[config.mk]
export PLATFORM = sky130hd
export DESIGN_NAME = scan_out_top
export DESIGN_NICKNAME = d
export VERILOG_FILES = /design/src/source/video_pkg.sv /design/src/source/board_ctrl_pkg.sv /design/src/source/video_capture_mux.sv /design/src/source/osd_blender.sv /design/src/source/tx_output_stage.sv /design/src/source/pwm_2ch.sv /design/src/source/scan_out_top.sv
export SDC_FILE = /design/constraint.sdc
export NUM_CORES = 1
export LEC_CHECK = 0
export CORE_ASPECT_RATIO = 2
export CORE_MARGIN = 2
export CORE_UTILIZATION = 61
export CTS_CLUSTER_DIAMETER = 30
export DETAILED_ROUTE_END_ITERATION = 10
export DONT_BUFFER_PORTS = 1
export GPL_TIMING_DRIVEN = 0
export MAX_ROUTING_LAYER = met4
export PLACE_DENSITY = 0.77
export SYNTH_ARGS = -nofsm -noshare
export SYNTH_HDL_FRONTEND = slang
export SYNTH_SLANG_ARGS = --single-unit
[constraint.sdc]
create_clock -name pclk_out -period 1.5 [get_ports pclk_out]
set_input_delay 0.15 -clock pclk_out [delete_from_list [all_inputs] [get_ports pclk_out]]
set_output_delay 0.15 -clock pclk_out [all_outputs]
set_load 0.005 [all_outputs]
[src/source/video_pkg.sv]
/* Video definitions for the output path
   Pixel layout and the fixed OSD palette */
package video_pkg;

    localparam int COLOR_W = 8;

    typedef struct packed {
        logic [COLOR_W-1:0] r;
        logic [COLOR_W-1:0] g;
        logic [COLOR_W-1:0] b;
    } pixel_t;

    // OSD palette index
    typedef enum logic [1:0] {
        OSD_BLACK,
        OSD_BLUE,
        OSD_YELLOW,
        OSD_WHITE
    } osd_color_e;

    localparam pixel_t OSD_RGB_BLACK  = '{r: '0, g: '0, b: '0};
    localparam pixel_t OSD_RGB_BLUE   = '{r: '0, g: '0, b: '1};
    localparam pixel_t OSD_RGB_YELLOW = '{r: '1, g: '1, b: '0};
    localparam pixel_t OSD_RGB_WHITE  = '{r: '1, g: '1, b: '1};

endpackage

[src/source/board_ctrl_pkg.sv]
/* Board control definitions
   Source select and PWM duty encoding */
package board_ctrl_pkg;

    // Capture source
    typedef enum logic {
        SRC_DIGITIZER,
        SRC_HDMIRX
    } src_sel_e;

    // Duty in sixteenths of the period
    typedef logic [3:0] duty_t;

    localparam int DUTY_STEPS = 16;

endpackage

[src/source/video_capture_mux.sv]
/* Capture mux that registers the selected source with its OSD request
   and flags the start of each frame */
`timescale 1ns/1ns

module video_capture_mux
    import video_pkg::*;
    import board_ctrl_pkg::*;
(
    input  logic       pclk_out,
    input  logic       po_reset_n,
    input  src_sel_e   src_sel_i,
    input  pixel_t     dig_pixel_i,
    input  logic       dig_hsync_i,
    input  logic       dig_vsync_i,
    input  logic       dig_de_i,
    input  logic       dig_datavalid_i,
    input  pixel_t     rx_pixel_i,
    input  logic       rx_hsync_i,
    input  logic       rx_vsync_i,
    input  logic       rx_de_i,
    input  logic       osd_enable_i,
    input  osd_color_e osd_color_i,
    output pixel_t     cap_pixel_o,
    output logic       cap_hsync_o,
    output logic       cap_vsync_o,
    output logic       cap_de_o,
    output logic       cap_osd_enable_o,
    output osd_color_e cap_osd_color_o,
    output logic       frame_start_o
);

    logic vsync_prev;

    always_ff @(posedge pclk_out or negedge po_reset_n) begin
        if (!po_reset_n) begin
            cap_pixel_o      <= '0;
            cap_hsync_o      <= 1'b0;
            cap_vsync_o      <= 1'b0;
            cap_de_o         <= 1'b0;
            cap_osd_enable_o <= 1'b0;
            cap_osd_color_o  <= OSD_BLACK;
            vsync_prev       <= 1'b0;
            frame_start_o    <= 1'b0;
        end else begin
            if (src_sel_i == SRC_HDMIRX) begin
                cap_pixel_o <= rx_pixel_i;
                cap_hsync_o <= rx_hsync_i;
                cap_vsync_o <= rx_vsync_i;
                cap_de_o    <= rx_de_i;
            end else begin
                cap_pixel_o <= dig_pixel_i;
                cap_hsync_o <= dig_hsync_i;
                cap_vsync_o <= dig_vsync_i;
                // Digitizer DE only counts on valid samples
                cap_de_o    <= dig_de_i & dig_datavalid_i;
            end
            cap_osd_enable_o <= osd_enable_i;
            cap_osd_color_o  <= osd_color_i;

            // Vsync falling edge with hsync low
            vsync_prev    <= cap_vsync_o;
            frame_start_o <= vsync_prev & ~cap_vsync_o & ~cap_hsync_o;
        end
    end

endmodule

[src/source/osd_blender.sv]
/* OSD blender that replaces the pixel with a palette color
   while the on-screen display is active */
`timescale 1ns/1ns

module osd_blender
    import video_pkg::*;
(
    input  logic       pclk_out,
    input  logic       po_reset_n,
    input  pixel_t     cap_pixel_i,
    input  logic       cap_hsync_i,
    input  logic       cap_vsync_i,
    input  logic       cap_de_i,
    input  logic       cap_osd_enable_i,
    input  osd_color_e cap_osd_color_i,
    output pixel_t     blend_pixel_o,
    output logic       blend_hsync_o,
    output logic       blend_vsync_o,
    output logic       blend_de_o
);

    pixel_t osd_pixel;

    always_comb begin
        case (cap_osd_color_i)
            OSD_BLUE:   osd_pixel = OSD_RGB_BLUE;
            OSD_YELLOW: osd_pixel = OSD_RGB_YELLOW;
            OSD_WHITE:  osd_pixel = OSD_RGB_WHITE;
            default:    osd_pixel = OSD_RGB_BLACK;
        endcase
    end

    always_ff @(posedge pclk_out or negedge po_reset_n) begin
        if (!po_reset_n) begin
            blend_pixel_o <= '0;
            blend_hsync_o <= 1'b0;
            blend_vsync_o <= 1'b0;
            blend_de_o    <= 1'b0;
        end else begin
            blend_pixel_o <= cap_osd_enable_i ? osd_pixel : cap_pixel_i;
            // Syncs kept aligned with the pixel
            blend_hsync_o <= cap_hsync_i;
            blend_vsync_o <= cap_vsync_i;
            blend_de_o    <= cap_de_i;
        end
    end

endmodule

[src/source/tx_output_stage.sv]
/* Final register bank in front of the HDMI transmitter pins */
`timescale 1ns/1ns

module tx_output_stage
    import video_pkg::*;
(
    input  logic   pclk_out,
    input  logic   po_reset_n,
    input  pixel_t blend_pixel_i,
    input  logic   blend_hsync_i,
    input  logic   blend_vsync_i,
    input  logic   blend_de_i,
    output pixel_t hdmitx_pixel_o,
    output logic   hdmitx_hsync_o,
    output logic   hdmitx_vsync_o,
    output logic   hdmitx_de_o
);

    // Pin-facing retiming of 24 data bits plus 3 control bits
    always_ff @(posedge pclk_out or negedge po_reset_n) begin
        if (!po_reset_n) begin
            hdmitx_pixel_o <= '0;
            hdmitx_hsync_o <= 1'b0;
            hdmitx_vsync_o <= 1'b0;
            hdmitx_de_o    <= 1'b0;
        end else begin
            hdmitx_pixel_o <= blend_pixel_i;
            hdmitx_hsync_o <= blend_hsync_i;
            hdmitx_vsync_o <= blend_vsync_i;
            hdmitx_de_o    <= blend_de_i;
        end
    end

endmodule

[src/source/pwm_2ch.sv]
/* Two-channel PWM for fan and LED, gated by system power */
`timescale 1ns/1ns

module pwm_2ch
    import board_ctrl_pkg::*;
#(
    parameter int PWM_PERIOD = 1024
) (
    input  logic  pclk_out,
    input  logic  po_reset_n,
    input  logic  sys_poweron_i,
    input  duty_t fan_duty_i,
    input  duty_t led_duty_i,
    output logic  fan_pwm_o,
    output logic  led_pwm_o
);

    localparam int CNT_W = $clog2(PWM_PERIOD);
    localparam int STEP  = PWM_PERIOD / DUTY_STEPS;

    logic [CNT_W-1:0] cnt;
    logic [CNT_W-1:0] fan_thresh;
    logic [CNT_W-1:0] led_thresh;
    logic             fan_ch;
    logic             led_ch;

    assign fan_thresh = CNT_W'(fan_duty_i * STEP);
    assign led_thresh = CNT_W'(led_duty_i * STEP);

    always_ff @(posedge pclk_out or negedge po_reset_n) begin
        if (!po_reset_n) begin
            cnt    <= '0;
            fan_ch <= 1'b0;
            led_ch <= 1'b0;
        end else begin
            cnt    <= (cnt == CNT_W'(PWM_PERIOD - 1)) ? '0 : cnt + 1'b1;
            fan_ch <= cnt < fan_thresh;
            led_ch <= cnt < led_thresh;
        end
    end

    // Fan driver is active low
    assign fan_pwm_o = ~(fan_ch & sys_poweron_i);
    assign led_pwm_o = led_ch & sys_poweron_i;

endmodule

[src/source/scan_out_top.sv]
/* Scan converter output path from the capture mux through OSD and TX stage
   plus the fan and LED PWM */
`timescale 1ns/1ns

module scan_out_top
    import video_pkg::*;
    import board_ctrl_pkg::*;
#(
    parameter int PWM_PERIOD = 1024
) (
    input  logic       pclk_out,
    input  logic       po_reset_n,
    input  src_sel_e   src_sel_i,
    input  pixel_t     dig_pixel_i,
    input  logic       dig_hsync_i,
    input  logic       dig_vsync_i,
    input  logic       dig_de_i,
    input  logic       dig_datavalid_i,
    input  pixel_t     rx_pixel_i,
    input  logic       rx_hsync_i,
    input  logic       rx_vsync_i,
    input  logic       rx_de_i,
    input  logic       osd_enable_i,
    input  osd_color_e osd_color_i,
    input  logic       sys_poweron_i,
    input  duty_t      fan_duty_i,
    input  duty_t      led_duty_i,
    output pixel_t     hdmitx_pixel_o,
    output logic       hdmitx_hsync_o,
    output logic       hdmitx_vsync_o,
    output logic       hdmitx_de_o,
    output logic       frame_start_o,
    output logic       fan_pwm_o,
    output logic       led_pwm_o
);

    pixel_t     cap_pixel;
    logic       cap_hsync;
    logic       cap_vsync;
    logic       cap_de;
    logic       cap_osd_enable;
    osd_color_e cap_osd_color;

    pixel_t     blend_pixel;
    logic       blend_hsync;
    logic       blend_vsync;
    logic       blend_de;

    video_capture_mux u_capture (
        .pclk_out         (pclk_out),
        .po_reset_n       (po_reset_n),
        .src_sel_i        (src_sel_i),
        .dig_pixel_i      (dig_pixel_i),
        .dig_hsync_i      (dig_hsync_i),
        .dig_vsync_i      (dig_vsync_i),
        .dig_de_i         (dig_de_i),
        .dig_datavalid_i  (dig_datavalid_i),
        .rx_pixel_i       (rx_pixel_i),
        .rx_hsync_i       (rx_hsync_i),
        .rx_vsync_i       (rx_vsync_i),
        .rx_de_i          (rx_de_i),
        .osd_enable_i     (osd_enable_i),
        .osd_color_i      (osd_color_i),
        .cap_pixel_o      (cap_pixel),
        .cap_hsync_o      (cap_hsync),
        .cap_vsync_o      (cap_vsync),
        .cap_de_o         (cap_de),
        .cap_osd_enable_o (cap_osd_enable),
        .cap_osd_color_o  (cap_osd_color),
        .frame_start_o    (frame_start_o)
    );

    osd_blender u_osd (
        .pclk_out         (pclk_out),
        .po_reset_n       (po_reset_n),
        .cap_pixel_i      (cap_pixel),
        .cap_hsync_i      (cap_hsync),
        .cap_vsync_i      (cap_vsync),
        .cap_de_i         (cap_de),
        .cap_osd_enable_i (cap_osd_enable),
        .cap_osd_color_i  (cap_osd_color),
        .blend_pixel_o    (blend_pixel),
        .blend_hsync_o    (blend_hsync),
        .blend_vsync_o    (blend_vsync),
        .blend_de_o       (blend_de)
    );

    tx_output_stage u_tx (
        .pclk_out       (pclk_out),
        .po_reset_n     (po_reset_n),
        .blend_pixel_i  (blend_pixel),
        .blend_hsync_i  (blend_hsync),
        .blend_vsync_i  (blend_vsync),
        .blend_de_i     (blend_de),
        .hdmitx_pixel_o (hdmitx_pixel_o),
        .hdmitx_hsync_o (hdmitx_hsync_o),
        .hdmitx_vsync_o (hdmitx_vsync_o),
        .hdmitx_de_o    (hdmitx_de_o)
    );

    pwm_2ch #(
        .PWM_PERIOD (PWM_PERIOD)
    ) u_pwm (
        .pclk_out      (pclk_out),
        .po_reset_n    (po_reset_n),
        .sys_poweron_i (sys_poweron_i),
        .fan_duty_i    (fan_duty_i),
        .led_duty_i    (led_duty_i),
        .fan_pwm_o     (fan_pwm_o),
        .led_pwm_o     (led_pwm_o)
    );

endmodule

==> results.cfg <==
[run_status]
outcome = finished, violations left
failed_checks = hold timing

[place]
port_buffers = 0
dp_hpwl_mm = 3.218
placed_cells = 299
place.gp.congestion = 0.8389

[critical_path]
critical_path_class = flip-flop to flip-flop
timing.rr.start = u_pwm.cnt[0]$_DFF_PN0_
worstPathRequired_ns = 1.73
cp-end-kind = flip-flop
path_cells = ha_1 -> inv_1 -> nor3_2 -> o21ai_1 -> a21o_1
timing.rr.end = u_pwm.cnt[7]$_DFF_PN0_
crit_fanout = 4
critical-path-max-stage-delay_ns = 0.40
r2r_slack_ns = 0.1
startpoint_type = flip-flop
r2r_cells = 5
cp_slowest_cell = dfrtp_1
critPathArrivalTime_ns = 1.64

[sta]
finalCritPeriodShare = 0.9364
maxSlewHeadroom = 0.7796
finalHoldViolations = 97
hold_slack_ns = -0.5114
finalMaxSlewViolations = 0
setup-tns-final_ns = 0
finalSetupViolCount = 0
worst_slew_pin_slew_ns = 0.3307
finClkSkew_ns = 0.008142
clock.fmax_mhz = 711.9
fin_crit_ns = 1.405
grt_setup_unrepaired = false

[layout]
stdcell_count = 372
diodes = 0
fin_nets = 384
fin_util = 0.7844
drive_above_1_share = 0.1571
syn2layout_area_growth_pct = 24.83

[floorplan]
core-area_sq_um = 5373
die_y_microns = 109.2
die_area_sq_um = 6181
fp-row-count = 38
io_pins = 100
die_w_microns = 56.60
start_util = 0.6283

[routing]
drc = 0
wl_mm = 5.642
via_per_inst = 5.202
dr.pass1.iters = 4
routedWlPerCell_microns = 15.17
vias = 1935
ant_nets = 0
drt_iter0_drc = 64

[grt]
grt_usage = 0.2098
gr-total-overflow = 0
grt_pass1_vias = 1971
grt_pass1_wl_mm = 9.121
antenna_found_initial = 0
grt_max_degree = 98

[cts]
cts_tree = yes
clk_pin_slew_ns = 0.08
clock_latency_ns = 0.34
cts-root-buf = clkbuf_8
hold_buffers = 57
cts_max_level = 3
cts_buffers = 9
cts_buffer_depth = 2
cts_sinks = 97

[synthesis]
synth-seq-area-share = 0.7191
avgSynthCellArea_sq_um = 14.12
netlist_area_sq_um = 3376
synth.ff_latch_count = 97
syn-instance-count = 239
yosys_warnings = 0
syn-num-nets = 316
synth_cell_types = 28

[pwr]
powerDensity_nw_per_um2 = 1118
p_leak_nw = 2.007
finalPower_mw = 4.711
ir_worst_vdd_mv = 0.9755

[run]
maxCapViolCount = 0

[min_path]
hp-class = input port to asynchronous set/reset pin
worst max-delay path: cells and delay by family (launching register included):
family / cells / cell delay, ns
compound gates: 2 / 0.30
buf+inv: 1 / 0.09
flops: 1 / 0.40
fa+ha+maj: 1 / 0.23
simple gates: 1 / 0.29
layout make-up:
class                   instances  area (sq um)
multi-input cells             104         800.8
flip-flops and latches         97          2427
well taps                      60         75.07
clock inverters                 2         10.01
plain buffers                   7         31.28
inverters                      31         116.4
fillers                       321          1159
repair buffers                 57         570.5
clock buffers                  14         182.7
how the worst max path moves through the flow:
stage	startpoint	cells past startpoint	endpoint	slack (ns)
after floorplan	u_pwm.cnt[0]$_DFF_PN0_	5	u_pwm.cnt[7]$_DFF_PN0_	0.26
after detailed placement	u_pwm.cnt[0]$_DFF_PN0_	5	u_pwm.cnt[7]$_DFF_PN0_	0.11
after global routing	u_pwm.cnt[0]$_DFF_PN0_	5	u_pwm.cnt[7]$_DFF_PN0_	0.01
after CTS	u_pwm.cnt[0]$_DFF_PN0_	5	u_pwm.cnt[7]$_DFF_PN0_	0.08
after global placement	u_pwm.cnt[0]$_DFF_PN0_	5	u_pwm.cnt[7]$_DFF_PN0_	0.11
final	u_pwm.cnt[0]$_DFF_PN0_	5	u_pwm.cnt[7]$_DFF_PN0_	0.1
sequential cells by signal, indices dropped and copies added, names as in the netlist:
name                        flops
u_capture.cap_hsync_o           1
u_osd.blend_hsync_o             1
u_pwm.cnt                      10
u_osd.blend_de_o                1
u_osd.blend_vsync_o             1
u_tx.hdmitx_hsync_o             1
u_capture.frame_start_o         1
u_tx.hdmitx_de_o                1
u_capture.cap_vsync_o           1
u_capture.cap_pixel_o          24
u_capture.cap_osd_enable_o      1
u_capture.cap_osd_color_o       2
u_tx.hdmitx_pixel_o            24
u_tx.hdmitx_vsync_o             1
u_pwm.led_ch                    1
u_osd.blend_pixel_o            24
u_pwm.fan_ch                    1
u_capture.cap_de_o              1
metrics by stage:
stage | instance area (sq um) | worst slack, ns
floorplan | 3376 | 0.2567
CTS | 4214 | 0.08484
finish | 4214 | 0.09536
global route | 4214 | 0.01016
detailed placement | 3451 | 0.1055
global placement | 3451 | 0.1110
layer usage:
metal | wire [microns] | GRT usage | up-vias
li1 | - | - | 908
met1 | 1982 | 0.2206 | 944
met2 | 3313 | 0.3696 | 74
met3 | 235 | 0.04626 | 9
met4 | 110 | 0.09524 | 0
met5 | 0 | - | -
synthesized netlist by cell type:
master | count | area [sq um]
nand2_1 | 8 | 30.03
o211ai_1 | 1 | 7.510
nand2b_1 | 2 | 12.51
a21o_1 | 5 | 37.54
nor3_2 | 1 | 10.01
nor3b_2 | 1 | 12.51
a21oi_1 | 3 | 15.01
nor3b_1 | 1 | 7.510
inv_1 | 31 | 116.4
clkbuf_1 | 3 | 11.26
dfrtp_1 | 97 | 2427
o21ai_1 | 1 | 5.000
nand4_4 | 1 | 21.27
xor2_1 | 3 | 26.28
or3_1 | 1 | 6.260
o21ai_0 | 25 | 125.1
nand3_1 | 6 | 30.03
nand3b_1 | 1 | 7.510
nand4_1 | 1 | 6.260
nor4_1 | 1 | 6.260
buf_2 | 4 | 20.02
ha_1 | 7 | 87.58
and2_1 | 1 | 6.260
xnor2_1 | 2 | 17.52
or2_1 | 1 | 6.260
and2b_2 | 1 | 8.760
nor2_1 | 4 | 15.01
mux2_2 | 26 | 292.8
timing repair:
item                      4_1_cts  5_1_grt
hold endpoints to repair      127       97
gates resized for setup         0        0
buffers inserted                0        0
kinds of logic (layout without fill, tap and decap cells):
| kind of cell | after synthesis | in the layout | share of synthesized area |
|---|---|---|---|
| DFF | 97 | 97 | 0.7191 |
| buffers and inverters | 38 | 111 | 0.04374 |
| AOI/OAI and AO/OA | 35 | 35 | 0.05634 |
| and+or+nand+nor | 31 | 31 | 0.05523 |
| muxes | 26 | 26 | 0.08673 |
| adders and majority gates | 7 | 7 | 0.02594 |
| xor gates and xnor gates | 5 | 5 | 0.01297 |
cell usage in the layout, fill, tap and decap left out, types with 2 or more instances in the layout:
cell type and count:
dfrtp_1 97, dlygate4sd3_1 57, inv_1 31, mux2_2 26, o21ai_0 25, clkbuf_8 13, nand2_1 8, ha_1 7
nand3_1 6, a21o_1 5, buf_2 4, nor2_1 4, clkbuf_1 4, xor2_1 3, a21oi_1 3, xnor2_1 2
nand2b_1 2, clkinv_2 2
power by group:
group	internal [mW]	switching (mW)
Combinational	0.203	0.104
Clock	0.780	0.756
Sequential	2.80	0.0718
Power figures use the tool's default switching activity.
